===== src/verilog/sata_pkg.sv =====
package sata_pkg;

  // Link primitives, always sent as K words
  localparam logic [31:0] PRIM_SYNC  = 32'hB5B5_957C;
  localparam logic [31:0] PRIM_X_RDY = 32'h5757_B57C;
  localparam logic [31:0] PRIM_SOF   = 32'h3737_B57C;
  localparam logic [31:0] PRIM_EOF   = 32'hD5D5_B57C;
  localparam logic [31:0] PRIM_WTRM  = 32'h5858_B57C;

  // CRC-32 seed and generator, MSB first, no final inversion
  localparam logic [31:0] CRC_INIT = 32'h5232_5032;
  localparam logic [31:0] CRC_POLY = 32'h04C1_1DB7;

  // Scrambler LFSR x^16+x^15+x^13+x^4+1
  // Feedback taps on state bits 15, 14, 12 and 3
  localparam logic [15:0] SCR_SEED = 16'hFFFF;
  localparam logic [15:0] SCR_TAPS = 16'hD008;

  typedef enum logic [1:0] {
    FILL_IDLE,
    FILL_DATA,
    FILL_CRC,
    FILL_WAIT
  } fill_state_t;

  typedef enum logic [2:0] {
    TX_IDLE,
    TX_XRDY,
    TX_SOF,
    TX_DATA,
    TX_EOF,
    TX_WTRM
  } tx_state_t;

endpackage


===== src/verilog/sata_scrambler.sv =====
module sata_scrambler (
  input  logic        clk,
  input  logic        rst,
  input  logic        clear,
  input  logic        en,
  input  logic [31:0] din,
  output logic [31:0] dout
);

  logic [15:0] lfsr;
  logic [15:0] lfsr_mid;
  logic [15:0] lfsr_next;
  logic [31:0] mask;

  // Sixteen single-bit shifts, new bit enters at the bottom
  function automatic logic [15:0] lfsr_step16(input logic [15:0] s);
    logic [15:0] r;
    r = s;
    for (int i = 0; i < 16; i++) begin
      r = {r[14:0], ^(r & sata_pkg::SCR_TAPS)};
    end
    return r;
  endfunction

  assign lfsr_mid  = lfsr_step16(lfsr);
  assign lfsr_next = lfsr_step16(lfsr_mid);

  // Current state is the low half, the state 16 steps on is the high half
  assign mask = {lfsr_mid, lfsr};

  always_ff @(posedge clk) begin
    if (rst || clear) begin
      lfsr <= sata_pkg::SCR_SEED;
    end
    else if (en) begin
      lfsr <= lfsr_next;
    end
  end

  always_ff @(posedge clk) begin
    if (en) begin
      dout <= din ^ mask;
    end
  end

endmodule

===== config.mk =====
export PLATFORM = sky130hd
export DESIGN_NAME = sata_scrambler
export DESIGN_NICKNAME = d
export VERILOG_FILES = /design/src/verilog/sata_pkg.sv /design/src/verilog/sata_scrambler.sv
export SDC_FILE = /design/constraint.sdc
export NUM_CORES = 1
export LEC_CHECK = 0
export BUFFER_PORTS_ARGS = -buffer_cell sky130_fd_sc_hd__buf_2
export CAP_MARGIN = 20
export CORE_MARGIN = 2
export CORE_UTILIZATION = 50
export CTS_CLUSTER_DIAMETER = 80
export CTS_CLUSTER_SIZE = 28
export DETAILED_ROUTE_END_ITERATION = 12
export HOLD_SLACK_MARGIN = 0.12
export PLACE_DENSITY = 0.75
export SYNTH_ARGS = -nofsm -noshare
export SYNTH_HDL_FRONTEND = slang
export SYNTH_SLANG_ARGS = --single-unit

===== constraint.sdc =====
create_clock -name clk -period 4.44 [get_ports clk]
set_input_delay 0.666 -clock clk [delete_from_list [all_inputs] [get_ports clk]]
set_output_delay 0.666 -clock clk [all_outputs]
set_load 0.03 [all_outputs]

After elaboration in Yosys (flattened, before gate mapping)
Index checks and enable logic that the tools add are counted.
{ "word_totals": {"ff_bits": 48} }
{ "classes": {"bitwise_logic": 1, "reduce_logical": 33} }
{ "op_table": {"columns": ["cell", "count"], "rows": [
  ["parity 16 bit", 32],
  ["bitwise XOR 32 bit", 1],
  ["logical OR 1 bit", 1]
]} }

Depth between registers and ports, before layout
{ "depth": {"ltp_word": 8, "mapped_depth": 8, "ltp_nobuf": 7} }

Worst setup path before layout
Ideal clock, no wire load.
{ "synth_timing": {"kind": "flip-flop to flip-flop", "start": "register lfsr[4]", "end": "register lfsr[1]", "setup_time_ns": 0.124, "t_arrival_ns": 2.775, "path_slack_ns": 1.540, "path_stages_with_launch": 9, "path_buffers": 1, "path_cell_list": "dfxtp_1 > buf_6 > xor3_2 > xor3_2 > xnor3_2 > xnor2_2 > xnor3_1 > xnor2_1 > a2111o_1"} }
{ "synth_via": {"elab_chain_len": 6, "elab_cells_between_ends": 8, "cone_classes": "reduce/logical (8)"} }
{ "synth_lines": {"columns": ["element", "line_no", "text"], "rows": [
  ["start, declared", "sata_scrambler.sv:10", "logic [15:0] lfsr;"],
  ["start signal, assigned", "sata_scrambler.sv:33", "lfsr <= sata_pkg::SCR_SEED;"],
  ["start signal, assigned", "sata_scrambler.sv:36", "lfsr <= lfsr_next;"],
  ["parity 16 bit (5 in series)", "sata_scrambler.sv:20", "r = {r[14:0], ^(r & sata_pkg::SCR_TAPS)};"],
  ["parity 16 bit *", "sata_scrambler.sv:20", null]
]} }
Mark *: on every way between the ends. The rest lies on a longest branch, timed or not.
A chain may end at the register's enable or synchronous reset.

Worst setup path after layout
Same ends and word-level chain as after synthesis.

==> flow_summary.ini <==
[run_status]
outcome = finished clean

[grt]
gr-usage-all-layers = 0.1878
grt_pass1_wl_um = 10090
antenna_found_initial = 0
grt_pass1_vias = 1920
grt_max_degree = 31
grt_overflow = 0

[sta]
finalHoldViolations = 0
rsz0062_at_grt = false
setup_tns_ns = 0
timing.fmax_mhz = 318.1
min_period_over_period = 0.7080
worst_pin_slew_ns = 0.6514
slew_violations = 0
min_period_ns = 3.143
skew_ns = 0.002737
max_slew_margin = 0.5642
setup_viol = 0

[setup_path]
crit_type = reg2reg
crit_required_ns = 4.63
cp-end-kind = flop
critPathSlowestCell = xor3_2
worstSetupStartpointType = flop
r2r_end = lfsr[1]
worst_ep_arrival_time_ns = 3.34
r2r_slack_ns = 1.30
path_cells = xor3_2 -> xor3_2 -> xnor3_2 -> xnor2_2 -> xnor3_1 -> xnor2_1 -> a2111o_1
path_max_fanout = 6
crit-reg2reg-launch = lfsr[4]
slowest_delay_ns = 0.52
reg2regPathDepth = 7
cpMostUsedCell = xor3_2

[clock_tree]
clkTransAtPathRegs_ns = 0.09
post_cts_buffers = 0
cts_root_buf = clkbuf_8
clkLatencyLatePin_ns = 0.30
clock_path_buffers = 2
cts_tree = yes
cts_made_buffers = 5
cts_hold_buf = 0
htreeDepth = 2
cts_resized = 0
cts_sinks = 48

[routing]
drtIter0Drc = 96
wire_per_inst_um = 16.30
routed_wl_um = 6127
m1WireLength_um = 2628
drc = 0
wl_met3_um = 356
firstDrtPassIters = 4
viasPerCell = 5.003
ant_nets = 0
vias = 1881
dr.max_layer_used = met4
met2_length_um = 3078

[die]
start_util = 0.5087
fp.dieH_um = 83.92
std_cell_rows = 29
io_pins = 68
die_x_um = 83.92
core_area_um2 = 6277
dieArea_um2 = 7042

[layout]
nets = 334
multi_input_area_um2 = 1824
antenna_cells = 0
area_growth_pct = 14.73
ff_latch_area_um2 = 1281
layout-drive-gt1-share = 0.3043
fillers = 534

[logic_synthesis]
avgSynthCellArea_um2 = 13.42
synth_seq_cells = 48
yosysSeqAreaShare = 0.4013
synth_fp_nets = 274
syn-instance-count = 238
syn-cell-area_um2 = 3193
ys.warnings.count = 0
ys_types = 26

[hold_path]
whs_path_depth = 2
hp-start = lfsr[15]
hp-class = reg2reg
holdPathEnd = lfsr[15]

[place]
dp_hpwl_um = 4682
routabilityCongestion = 0.9331
port_buffers = 67

[job]
drv_cap = 0
synth_stat cells:
cell / number / area share
xnor3_2: 2 / 0.015
buf_4: 1 / 0.0024
xnor2_1: 60 / 0.16
clkbuf_1: 4 / 0.0047
xor2_2: 1 / 0.0051
buf_2: 10 / 0.016
inv_1: 1 / 0.0012
xnor2_2: 8 / 0.041
a2111o_1: 1 / 0.0035
a31oi_1: 2 / 0.0039
xor3_2: 2 / 0.016
o211ai_1: 1 / 0.0024
dfxtp_1: 16 / 0.10
o21ai_1: 1 / 0.0016
xnor2_4: 2 / 0.017
nor2_1: 9 / 0.011
edfxtp_1: 32 / 0.30
xor3_1: 2 / 0.015
xor2_1: 31 / 0.085
nor4_1: 2 / 0.0039
a21boi_0: 1 / 0.0024
nand2_1: 15 / 0.018
nor2b_1: 1 / 0.0020
buf_6: 1 / 0.0035
o21ai_0: 11 / 0.017
xnor3_1: 21 / 0.15
cell families after synthesis:
logic type                count (synthesis)  synth area share
xor gates and xnor gates                129            0.5063
DFF                                      48            0.4013
and+or+nand+nor                          27           0.03409
AOI/OAI and AO/OA                        17           0.03095
buffers and inverters                    17           0.02743
worst max path at each step:
| stage | endpoint | start |
|---|---|---|
| 4_1_cts | lfsr[1] | lfsr[4] |
| 6_report | lfsr[1] | lfsr[4] |
| 5_1_grt | lfsr[1] | lfsr[4] |
| 3_3_place_gp | lfsr[1] | lfsr[4] |
| 3_5_place_dp | lfsr[1] | lfsr[4] |
| 2_1_floorplan | lfsr[1] | lfsr[4] |
worst max-delay path, delay by kind of cell (launching register included):
kind / cells / cell delay [ns]
xor gates and xnor gates: 6 / 2.17
DFF: 1 / 0.47
AOI/OAI and AO/OA: 1 / 0.40
metal layers:
layer	track usage	up-vias
met2	0.3171	59
met4	0.05132	0
met3	0.03264	7
met1	0.2508	907
li1	-	908
met5	0	-
area by class of cell:
class                      count  area share
sequential                    48      0.3497
tap                           77     0.02630
inverter                       1    0.001025
timing repair buffer          69     0.09563
multi-input combinational    173      0.4980
clock buffer                   6     0.01981
clock inverter                 2    0.009563
registers in the layout, indices dropped and copies added (netlist names):
signal / count
dout: 32
lfsr: 16
cell usage in the layout (no fill, tap or decap), types with 2 or more instances in the layout:
cell / netlist / routed
o21ai_0: 11 / 11
xor3_1: 2 / 2
nor2_1: 9 / 9
nor4_1: 2 / 2
xnor3_2: 2 / 2
xnor3_1: 21 / 21
dfxtp_1: 16 / 16
xor3_2: 2 / 2
a31oi_1: 2 / 2
nand2_1: 15 / 15
xnor2_4: 2 / 2
buf_2: 10 / 67
xnor2_2: 8 / 8
xor2_1: 31 / 31
clkbuf_8: 0 / 5
edfxtp_1: 32 / 32
xnor2_1: 60 / 60
buf_4: 1 / 2
through the flow:
stage / hold WS, ns / area (µm²) / utilization / instances / setup WS (ns)
after global placement: 0.5540 / 3548 / 0.5653 / 367 / 1.387
after CTS: 0.5821 / 3656 / 0.5824 / 375 / 1.288
final: 0.5750 / 3664 / 0.5836 / 376 / 1.297
after floorplan: 0.5228 / 3193 / - / 238 / 1.540
after detailed placement: 0.5594 / 3548 / 0.5653 / 367 / 1.304
after global routing: 0.6008 / 3664 / 0.5836 / 376 / 1.137
Power is not shown: default switching activity piles up to over one toggle a cycle in this logic, so the estimate is an artifact.
