**src/verilog/sata_pkg.sv**
```systemverilog
package sata_pkg;

  // Link primitives, always sent as K words
  localparam logic [31:0] PRIM_SYNC  = 32'hB5B5_957C;
  localparam logic [31:0] PRIM_X_RDY = 32'h5757_B57C;
  localparam logic [31:0] PRIM_SOF   = 32'h3737_B57C;
  localparam logic [31:0] PRIM_EOF   = 32'hD5D5_B57C;
  localparam logic [31:0] PRIM_WTRM  = 32'h5858_B57C;

  // CRC-32 seed and generator, MSB first, no final inversion
  localparam logic [31:0] CRC_INIT = 32'h5232_5032;
  localparam logic [31:0] CRC_POLY = 32'h04C1_1DB7;

  // Scrambler LFSR x^16+x^15+x^13+x^4+1
  // Feedback taps on state bits 15, 14, 12 and 3
  localparam logic [15:0] SCR_SEED = 16'hFFFF;
  localparam logic [15:0] SCR_TAPS = 16'hD008;

  typedef enum logic [1:0] {
    FILL_IDLE,
    FILL_DATA,
    FILL_CRC,
    FILL_WAIT
  } fill_state_t;

  typedef enum logic [2:0] {
    TX_IDLE,
    TX_XRDY,
    TX_SOF,
    TX_DATA,
    TX_EOF,
    TX_WTRM
  } tx_state_t;

endpackage

```
**src/verilog/sata_crc.sv**
```systemverilog
module sata_crc (
  input  logic        clk,
  input  logic        rst,
  input  logic        clear,
  input  logic        en,
  input  logic [31:0] din,
  output logic [31:0] crc
);

  // Serial CRC unrolled over one word, data MSB first
  function automatic logic [31:0] crc_word(
    input logic [31:0] c,
    input logic [31:0] d
  );
    logic [31:0] r;
    logic        fb;
    r = c;
    for (int i = 31; i >= 0; i--) begin
      fb = r[31] ^ d[i];
      r  = {r[30:0], 1'b0};
      if (fb) begin
        r = r ^ sata_pkg::CRC_POLY;
      end
    end
    return r;
  endfunction

  // Seeded at the start of every frame
  always_ff @(posedge clk) begin
    if (rst || clear) begin
      crc <= sata_pkg::CRC_INIT;
    end
    else if (en) begin
      crc <= crc_word(crc, din);
    end
  end

endmodule

```
**config.mk**
```make
export PLATFORM = sky130hd
export DESIGN_NAME = sata_crc
export DESIGN_NICKNAME = d
export VERILOG_FILES = /design/src/verilog/sata_pkg.sv /design/src/verilog/sata_crc.sv
export SDC_FILE = /design/constraint.sdc
export NUM_CORES = 1
export LEC_CHECK = 0
export CAP_MARGIN = 5
export CORE_MARGIN = 1.5
export CORE_UTILIZATION = 35
export CTS_CLUSTER_DIAMETER = 100
export DETAILED_ROUTE_END_ITERATION = 8
export DONT_BUFFER_PORTS = 1
export RECOVER_POWER = 50
export SYNTH_ARGS = -nofsm -noshare
export SYNTH_HDL_FRONTEND = slang
export SYNTH_SLANG_ARGS = --single-unit
export TNS_END_PERCENT = 50
```
**constraint.sdc**
```tcl
create_clock -name clk -period 8.1 [get_ports clk]
set_clock_uncertainty 0.2 [all_clocks]
set_input_delay 1.62 -clock clk [delete_from_list [all_inputs] [get_ports clk]]
set_output_delay 1.62 -clock clk [all_outputs]
set_load 0.02 [all_outputs]
```
### Word-level counts from Yosys, hierarchy flattened

Cells that the tools add are included.

| cells by class | value |
|---|---|
| muxes and demuxes | 94 |
| bitwise operators | 64 |
| reduce and logical (&&, ||, !) cells | 1 |

Operators by type and width:

| kind | number |
|---|---|
| 2-to-1 mux 32 bit | 62 |
| 2-to-1 mux 27 bit | 32 |
| inverter 14 bit | 32 |
| bitwise XOR 1 bit | 32 |
| logical OR 1 bit | 1 |

| word-level totals | value |
|---|---|
| flip-flop bits (word level) | 32 |
| input port bits | 36 |
| output and inout bits | 32 |
| logic and storage cells | 160 |

### Logic depth before layout (Yosys ltp)

Gate-level depths: netlist of the first run.

| logic depth | value |
|---|---|
| depth after elaboration | 126 |
| gate-level depth with buffers | 10 |
| mapped depth without buffers | 10 |

### Worst setup path after synthesis of the first run

Ideal clock, no wire load.

| path | value |
|---|---|
| path type | in2reg |
| start point | in din[28] |
| end point | reg crc[11] |
| setup time | 0.088 ns |
| arrival | 4.980 ns |
| required time | 7.812 ns |
| slack | 2.832 ns |
| stages on the path | 9 |
| buffers on the path | 0 |
| cells stage by stage | xnor2_4 xnor3_2 xor2_4 xnor3_2 xnor3_1 xnor3_2 xnor3_2 or2_1 a311oi_2 |

| between the ends | value |
|---|---|
| word-level cells in the longest chain between the ends | 92 |

Ends and longest elaborated chain:

| element | RTL line | text |
|---|---|---|
| start: declaration | sata_crc.sv:6 | `input logic [31:0] din,` |
| bitwise XOR 1 bit (*) | sata_crc.sv:19 | `fb = r[31] ^ d[i];` |
| 2-to-1 mux 27 bit (*) | sata_crc.sv:21 | `if (fb) begin` |
| 2-to-1 mux 32 bit (*) | sata_crc.sv:33 | `else if (en) begin` |
| 2-to-1 mux 32 bit (*) | sata_crc.sv:30 | `if (rst \|\| clear) begin` |
| inverter 14 bit (no line) or 2-to-1 mux 27 bit (tied branches) | - |  |
| 2-to-1 mux 27 bit or 2-to-1 mux 32 bit (tied branches) | sata_crc.sv:21, sata_crc.sv:33 |  |
| 2-to-1 mux 32 bit (*) | sata_crc.sv:33 |  |
| 2-to-1 mux 32 bit (*) | sata_crc.sv:30 |  |
| [76 not listed] | - |  |
| 2-to-1 mux 32 bit (*) | sata_crc.sv:33 |  |
| 2-to-1 mux 32 bit (*) | sata_crc.sv:30 |  |
| inverter 14 bit (no line), or another cell as far along | - |  |
| 2-to-1 mux 27 bit or 2-to-1 mux 32 bit (tied branches) | sata_crc.sv:21, sata_crc.sv:30 |  |
| 2-to-1 mux 32 bit (*) | sata_crc.sv:33 |  |
| 2-to-1 mux 32 bit (*) | sata_crc.sv:30 |  |
| inverter 14 bit (no line) or bitwise XOR 1 bit (tied branches) | - |  |
| 2-to-1 mux 27 bit (*) | sata_crc.sv:21 |  |
| end signal: assignment | sata_crc.sv:31 | `crc <= sata_pkg::CRC_INIT;` |
| end signal: assignment | sata_crc.sv:34 | `crc <= crc_word(crc, din);` |
| end: declaration | sata_crc.sv:7 | `output logic [31:0] crc` |

Every way passes the cells marked *; elsewhere a longest branch is shown, timed or not. The select of a mux whose other input is x is not followed.
A chain may end at the register's enable or synchronous reset.

### Final worst setup path of the first run

| path | value |
|---|---|
| start point | in din[28] |
| end point | reg crc[12] |

| between the ends | value |
|---|---|
| word-level cells in the longest chain between the ends | 94 |

Ends and longest elaborated chain:

| element | RTL line |
|---|---|
| bitwise XOR 1 bit (*) | sata_crc.sv:19 |
| 2-to-1 mux 27 bit (*) | sata_crc.sv:21 |
| 2-to-1 mux 32 bit (*) | sata_crc.sv:33 |
| 2-to-1 mux 32 bit (*) | sata_crc.sv:30 |
| 2-to-1 mux 27 bit | sata_crc.sv:21 |
| 2-to-1 mux 32 bit (*) | sata_crc.sv:33 |
| 2-to-1 mux 32 bit (*) | sata_crc.sv:30 |
| 2-to-1 mux 27 bit | sata_crc.sv:21 |
| [78 not listed] | - |
| 2-to-1 mux 32 bit (*) | sata_crc.sv:33 |
| 2-to-1 mux 32 bit (*) | sata_crc.sv:30 |
| inverter 14 bit (no line) | - |
| 2-to-1 mux 27 bit | sata_crc.sv:21 |
| 2-to-1 mux 32 bit (*) | sata_crc.sv:33 |
| 2-to-1 mux 32 bit (*) | sata_crc.sv:30 |
| inverter 14 bit (no line) | - |
| 2-to-1 mux 27 bit (*) | sata_crc.sv:21 |

Marked as above.

==> results of run 1 <==
[cell usage in the layout, fill, tap and decap left out, drive strengths merged, types with 7 or more instances in the layout]
master / count
a21oi: 9
nor2: 23
xor2: 43
xnor3: 29
xnor2: 183
a211oi: 10
nand2: 10
dfxtp: 32
xor3: 9
clkbuf: 7
o21ai: 17
[worst max-delay path, cell delays in order]
cell and delay [ps]:
xnor2_4 310, xnor3_2 620, xor2_4 280, xnor3_2 550
xnor3_1 390, xnor3_2 570, xnor2_2 500, xor3_1 310
mux2i_1 140, nand2_1 70
[cell families (layout without fill, tap and decap cells)]
| group | count (synthesis) | count (layout) | synth area share, % |
|---|---|---|---|
| compound gates | 38 | 38 | 5.248 |
| xor+xnor | 264 | 264 | 74.98 |
| buf+inv | 10 | 9 | 1.189 |
| flops | 32 | 32 | 14.84 |
| mux | 2 | 2 | 0.4639 |
| simple gates | 36 | 36 | 3.276 |
[cell type report]
cell class	count	share of cell area [%]
Clock buffer	7	3.310
Inverter	1	0.08139
Timing Repair Buffer	1	0.1628
Multi-Input combinational cell	340	78.57
Sequential cell	32	13.89
Tap cell	147	3.988
[metrics by stage]
step	area [um2]	setup WS [ps]
3_5_place_dp	4459	2383
2_1_floorplan	4315	2832
5_1_grt	4612	2538
3_3_place_gp	4459	2381
6_report	4612	2696
4_1_cts	4612	2665
[how the worst min path moves through the flow]
| stage | from | to | slack, ps |
|---|---|---|---|
| floorplan | crc[23] | crc[23] | 380 |
| global placement | crc[15] | crc[15] | 400 |
| detailed placement | crc[3] | crc[3] | 400 |
| CTS | crc[3] | crc[3] | 410 |
| global route | crc[2] | crc[2] | 440 |
| finish | crc[3] | crc[3] | 400 |
[layer usage]
metal  share of wire [%]  GRT usage [%]
met5                   0              0
met4                0.99          3.583
met3                 8.1          4.676
met1                  45          26.43
met2                  46          29.48
==> results.tsv, run 1 <==
metric	value	unit
yosys.area.top_type	xnor2_1	
status	completed	
cts_max_path_buffers	2	
num_rows	40	
largestRegisters	crc: 32 flops	
hold_viol_final	0	
via_count	2555	
synth_edf_count	0	
period_share	66.71	%
wl	11.61	mm
syn_inst	382	
r2r_cells	10	
reg2reg_setup_slack	3510	ps
synth.avg_cell_area	11.30	um2
drt-pass1-iter-count	4	
fp.dieW	114.0	um
h-tree-depth	2	
worst-endpoint-required	8070	ps
grtUsageTotal	18.79	%
dpl.hpwl	9.422	mm
critPathMaxFanout	7	
hold_ws	404.4	ps
hp-class	flip-flop to flip-flop	
largest_reg_flops	32	
antenna_left	0	
endpoint	crc[12]	
cts_setup_buffers	0	
wl_per_cell	21.99	um
multi_input_area	3623	um2
layout-drive-gt1-share	14.17	%
async_reset_ff_share	0	%
nets	417	
hold_depth	2	
cap_violations	0	
first_global_vias	2708	
cts_tree	done	
reg2reg_from	crc[28]	
antennaDiodeCount	0	
fin_setup_tns	0	ps
clock_latency	290	ps
netlist_area	4315	um2
clock_sinks	32	
ys_ff_latch	32	
floorplan.initialDensity	35.93	%
top_register	crc	
layoutNonFillerInstCount	528	
maxSlewViolCount	0	
path_clk_slew	60	ps
grt_overflow	0	
ys_seq_area_share	14.84	%
synthTopCellsByArea	xnor2_1, dfxtp_1, xnor3_1	
start_kind	primary input	
fill_cells	1190	
cts_made_buffers	5	
fin_crit	5404	ps
antenna_found_initial	0	
coreArea	12010	um2
crit_path_start	din[28]	
tightestPinTransition	907.0	ps
grt_first_pass_wirelength	17.46	mm
regArea	640.6	um2
synth_ff_type	dfxtp_1	
area_growth	6.871	%
placed_cells	521	
rsz0062_at_grt	no	
die_area	13010	um2
grt_max_degree	58	
timing.rr.end	crc[12]	
end_kind	flip-flop	
yosysUniqueCellTypes	28	
pin_count	68	
fmax	0.1851	GHz
critPathArrivalTime	5380	ps
setup_viol_count_final	0	
cts_root_buffer	clkbuf_16	
numPortBuffers	0	
synth_most_common_cell	xnor2_1	
gp_congestion	0.9577	
cts_resized	0	
drtIter0Drc	173	
vias_per_cell	4.839	
ctsHoldBuffers	0	
fin_util	38.40	%
relSlewSlack	39.10	%
crit_type	primary input to flip-flop	
drc	0	
synth_warnings	0	
synth_top_area_share	33.49	%
synth_common_cells	xnor2_1, xor2_1, dfxtp_1	
fp.dieH	114.0	um
synth.net_count	418	
Power of run 1 is not shown: default switching activity piles up to over one toggle a cycle in this logic, so the estimate is an artifact.
==> run 2: changes to the inputs <==
Clock period 8.1 ns to 5.33 ns, I/O delays scaled along.
==> run 2 against run 1 <==
Compared with the run above:
- sequential share of layout area shrank 0.42 points
- utilization up 1.2 points
- clock-buffer cell count rose by 1
- non-clock buffer count up 20
- via count increased by 4.1%
- largest cell class unchanged
==> results.tsv, run 2 (synthesis results as in run 1) <==
metric	value	unit	change
period_share	86.52	%	
multi_input_area	3623	um2	unchanged
worstPathCellList	xnor2_4 -> buf_4 -> xnor2_1 -> xor3_2 -> xnor3_2 -> xnor3_1 -> xnor3_2 -> xnor3_2 -> xnor2_1 -> nor2_1 -> o21ai_0		was xnor2_4 -> xnor3_2 -> xor2_4 -> xnor3_2 -> xnor3_1 -> xnor3_2 -> xnor2_2 -> xor3_1 -> mux2i_1 -> nand2_1
path_buf_inv	1		was 0
clock_sinks	32		unchanged
setup_viol_count_final	0		unchanged
grtUsageTotal	19.04	%	was 18.79%
start_kind	primary input		unchanged
relSlewSlack	49.60	%	was 39.10%
status	completed		unchanged
top_register	crc		unchanged
fin_setup_tns	0	ps	unchanged
hold_viol_final	0		unchanged
final_common_cell	xnor2_1		unchanged
worst-endpoint-required	5340	ps	was 8070 ps
area_growth	10.21	%	was 6.871%
cts_resized	0		unchanged
critPathMaxStageDelay	590	ps	was 620 ps
critPathMaxFanout	6		was 7
antenna_left	0		unchanged
vias_per_cell	4.847		was 4.839
nets	437		was 417
grt_overflow	0		unchanged
final_cell_mix	xnor2_1, xor2_1, dfxtp_1, nor2_1, buf_4		was xnor2_1, xor2_1, dfxtp_1, nor2_1, xnor3_1
grt_max_degree	58		unchanged
wl_per_cell	21.10	um	was 21.99 um
first_global_vias	2790		was 2,708
tightestPinTransition	750.5	ps	was 907.0 ps
via_count	2661		was 2,555
drtIter0Drc	168		was 173
critPathArrivalTime	4630	ps	was 5380 ps
gp_congestion	0.9174		was 0.9577
cp_slowest_cell	xor3_2		was xnor3_2
placed_cell_area	4609	um2	was 4459 um2
ctsHoldBuffers	0		unchanged
largest_reg_flops	32		unchanged
cap_violations	0		unchanged
drt-pass1-iter-count	4		unchanged
cts_tree	done		unchanged
path_clk_slew	50	ps	was 60 ps
rsz0062_at_grt	no		unchanged
cts_root_buffer	clkbuf_16		unchanged
fin_crit	4611	ps	
stdcell_area	4756	um2	was 4612 um2
cts_made_buffers	5		unchanged
end_kind	flip-flop		unchanged
fill_cells	1181		was 1,190
wl	11.58	mm	was 11.61 mm
fmax	0.2169	GHz	
grt_first_pass_wirelength	17.74	mm	was 17.46 mm
clock_latency	290	ps	about the same
regArea	640.6	um2	unchanged
maxSlewViolCount	0		unchanged
cts_setup_buffers	0		unchanged
hp-class	flip-flop to flip-flop		unchanged
fp.dieH	114.0	um	unchanged
floorplan.initialDensity	35.93	%	unchanged
layout-drive-gt1-share	18.16	%	was 14.17%
die_area	13010	um2	unchanged
layoutNonFillerInstCount	549		was 528
h-tree-depth	2		unchanged
antenna_found_initial	0		unchanged
crit_type	primary input to flip-flop		unchanged
coreArea	12010	um2	unchanged
fp.dieW	114.0	um	unchanged
largestRegisters	crc: 32 flops		unchanged
num_rows	40		unchanged
dpl.hpwl	9.634	mm	was 9.422 mm
numPortBuffers	0		unchanged
path_common_cell	xnor3_2		unchanged
placed_cells	541		was 521
path_delay_family	XOR/XNOR gates		unchanged
cts_max_path_buffers	2		unchanged
drc	0		unchanged
pin_count	68		unchanged
antennaDiodeCount	0		unchanged
hold_ws	408.6	ps	was 404.4 ps
[run 2: layer usage]
layer  vias to the layer above  track usage, %  wire (um)
met2                        77           29.68       5205
met1                      1294           26.49       5457
met4                         0           5.667        315
li1                       1274               -          -
met3                        16           4.145        604
met5                         -               0          0
[run 2: worst paths after layout]
check,slack [ps],depth (start not counted),end,start
worst max-delay path,720,11,crc[5],din[28]
worst min register to register,410,2,crc[15],crc[15]
worst max register to register,930,11,crc[5],crc[28]
worst min-delay path,410,2,crc[15],crc[15]
[run 2: layout make-up]
cell class | count | area share, %
flip-flops and latches | 32 | 13.47
clock buffers | 8 | 3.078
inverters | 1 | 0.07893
well taps | 147 | 3.867
multi-input cells | 340 | 76.19
repair buffers | 21 | 3.315
[run 2: metrics by stage]
step	worst slack (ps)	utilization, %
after floorplan	615.6	-
final	718.6	39.59
after CTS	692.2	39.59
after global routing	575.8	39.59
after detailed placement	398.8	38.38
after global placement	455.8	38.38
[run 2: tightest hold or removal path, stage by stage (launching register included)]
cell and delay (ps):
dfxtp_1 390, nor2_1 120, a211oi_1 50
Power of run 2 is left out for the same reason.
==> run 3: changes to the inputs <==
Settings changed: PLACE_DENSITY_LB_ADDON set to 0.2, RECOVER_POWER 50 to 100.
==> run 3 against run 2 <==
Compared with the run above:
- register-to-register slack got worse by 290 ps
- first-iteration DRC count rose by 5.4%
- cell area fell by 1.4%
- clock-buffer cell count fell by 2
- die area did not move
- utilization fell by 0.57 points
- wire length rose by 0.73%
- setup slack got worse by 310 ps
- critical path depth fell by 1
- maximum frequency fell by 6.4%
- sequential cell count did not move
- critical endpoint is now crc[10]
==> results.tsv, run 3 (synthesis results as in run 1) <==
metric	value	unit	change
status	completed		unchanged
vias_per_cell	4.800		was 4.847
numPortBuffers	0		unchanged
grtUsageTotal	18.94	%	was 19.04%
grt_first_pass_wirelength	17.77	mm	was 17.74 mm
top_register	crc		unchanged
via_count	2635		was 2,661
cap_violations	0		unchanged
critPathArrivalTime	4900	ps	was 4630 ps
ctsHoldBuffers	0		unchanged
pin_count	68		unchanged
hold_viol_final	0		unchanged
largest_reg_flops	32		unchanged
start_kind	primary input		unchanged
rsz0062_at_grt	no		unchanged
worst-endpoint-required	5300	ps	was 5340 ps
drtIter0Drc	177		was 168
cts_made_buffers	5		unchanged
final_cell_mix	xnor2_1, xor2_1, dfxtp_1, nor2_1, buf_4		unchanged
cts_tree	done		unchanged
cts_max_path_buffers	2		unchanged
cts_setup_buffers	0		unchanged
antenna_left	0		unchanged
antennaDiodeCount	0		unchanged
cts_resized	0		unchanged
die_area	13010	um2	unchanged
end_kind	flip-flop		unchanged
critPathMaxFanout	5		was 6
crit_type	primary input to flip-flop		unchanged
path_delay_family	XOR/XNOR gates		unchanged
drc	0		unchanged
antenna_found_initial	0		unchanged
setup_viol_count_final	0		unchanged
h-tree-depth	2		unchanged
clock_latency	290	ps	about the same
area_growth	8.611	%	was 10.21%
setup_ws	403.6	ps	was 718.6 ps
fin_setup_tns	0	ps	unchanged
hold_ws	410.2	ps	was 408.6 ps
path_clk_slew	60	ps	was 50 ps
fin_crit	4926	ps	was 4611 ps
layout-drive-gt1-share	16.17	%	was 18.16%
first_global_vias	2848		was 2,790
nets	438		was 437
gp_congestion	0.8900		was 0.9174
num_rows	40		unchanged
worstPathCellList	xnor2_4 -> xor2_2 -> xnor3_4 -> xnor2_1 -> xnor2_1 -> xor3_1 -> xor2_1 -> xnor2_1 -> xnor2_1 -> a21oi_1		was xnor2_4 -> buf_4 -> xnor2_1 -> xor3_2 -> xnor3_2 -> xnor3_1 -> xnor3_2 -> xnor3_2 -> xnor2_1 -> nor2_1 -> o21ai_0
dpl.hpwl	9.655	mm	was 9.634 mm
floorplan.initialDensity	35.93	%	unchanged
path_common_cell	xnor2_1		was xnor3_2
largestRegisters	crc: 32 flops		unchanged
wl	11.67	mm	was 11.58 mm
wl_per_cell	21.25	um	was 21.10 um
tightestPinTransition	910.8	ps	was 750.5 ps
period_share	92.43	%	was 86.52%
path_buf_inv	0		was 1
drt-pass1-iter-count	4		unchanged
relSlewSlack	38.84	%	was 49.60%
clock_sinks	32		unchanged
hp-class	flip-flop to flip-flop		unchanged
fmax	0.2030	GHz	was 0.2169 GHz
pre_cts_slack	398.5	ps	was 398.8 ps
maxSlewViolCount	0		unchanged
coreArea	12010	um2	unchanged
critPathMaxStageDelay	750	ps	was 590 ps
cp_slowest_cell	xnor2_1		was xor3_2
grt_max_degree	58		unchanged
cts_root_buffer	clkbuf_16		unchanged
fp.dieW	114.0	um	unchanged
fp.dieH	114.0	um	unchanged
grt_overflow	0		unchanged
final_common_cell	xnor2_1		unchanged
## run 3: cell types whose count changed in the layout (fill, tap and decap cells not counted), sizes merged
cell,change
buf,-1
clkinv,+1
## run 3: path summary, 6_finish.rpt
path	depth (start not counted)	slack (ps)	to	start
worst min register to register	2	410	crc[15]	crc[15]
worst max register to register	10	640	crc[10]	crc[29]
worst max-delay path	10	400	crc[10]	din[30]
worst min-delay path	2	410	crc[15]	crc[15]
## run 3: worst reg2reg max path: stages (launching register included)
cell and delay, ps:
dfxtp_1 550, xnor2_4 190, xnor2_2 430, xnor3_4 600
xor3_2 510, xnor2_1 750, xor3_1 580, xor2_1 220
xnor2_1 290, xnor2_1 170, a21oi_1 90
## run 3: per-layer routing
| metal | track usage (%) | vias up | share of wire (%) |
|---|---|---|---|
| li1 | - | 1277 | - |
| met1 | 26.54 | 1279 | 48 |
| met2 | 30.44 | 68 | 46 |
| met3 | 3.613 | 11 | 4.2 |
| met4 | 4.083 | 0 | 1.9 |
| met5 | 0 | - | 0 |
## run 3: layout make-up
cell class / instances / area (um2)
Fill cell: 1227 / 7325
Multi-Input combinational cell: 340 / 3567
Sequential cell: 32 / 640.6
Tap cell: 147 / 183.9
Timing Repair Buffer: 22 / 157.7
Clock buffer: 6 / 128.9
Clock inverter: 1 / 5.005
Inverter: 1 / 3.754
## run 3: stage by stage
stage	area [um2]	utilization, %	instances
CTS	4751	39.55	549
global route	4687	39.02	549
detailed placement	4617	38.44	542
floorplan	4315	-	382
global placement	4617	38.44	542
finish	4687	39.02	549
Power of run 3 is left out for the same reason.
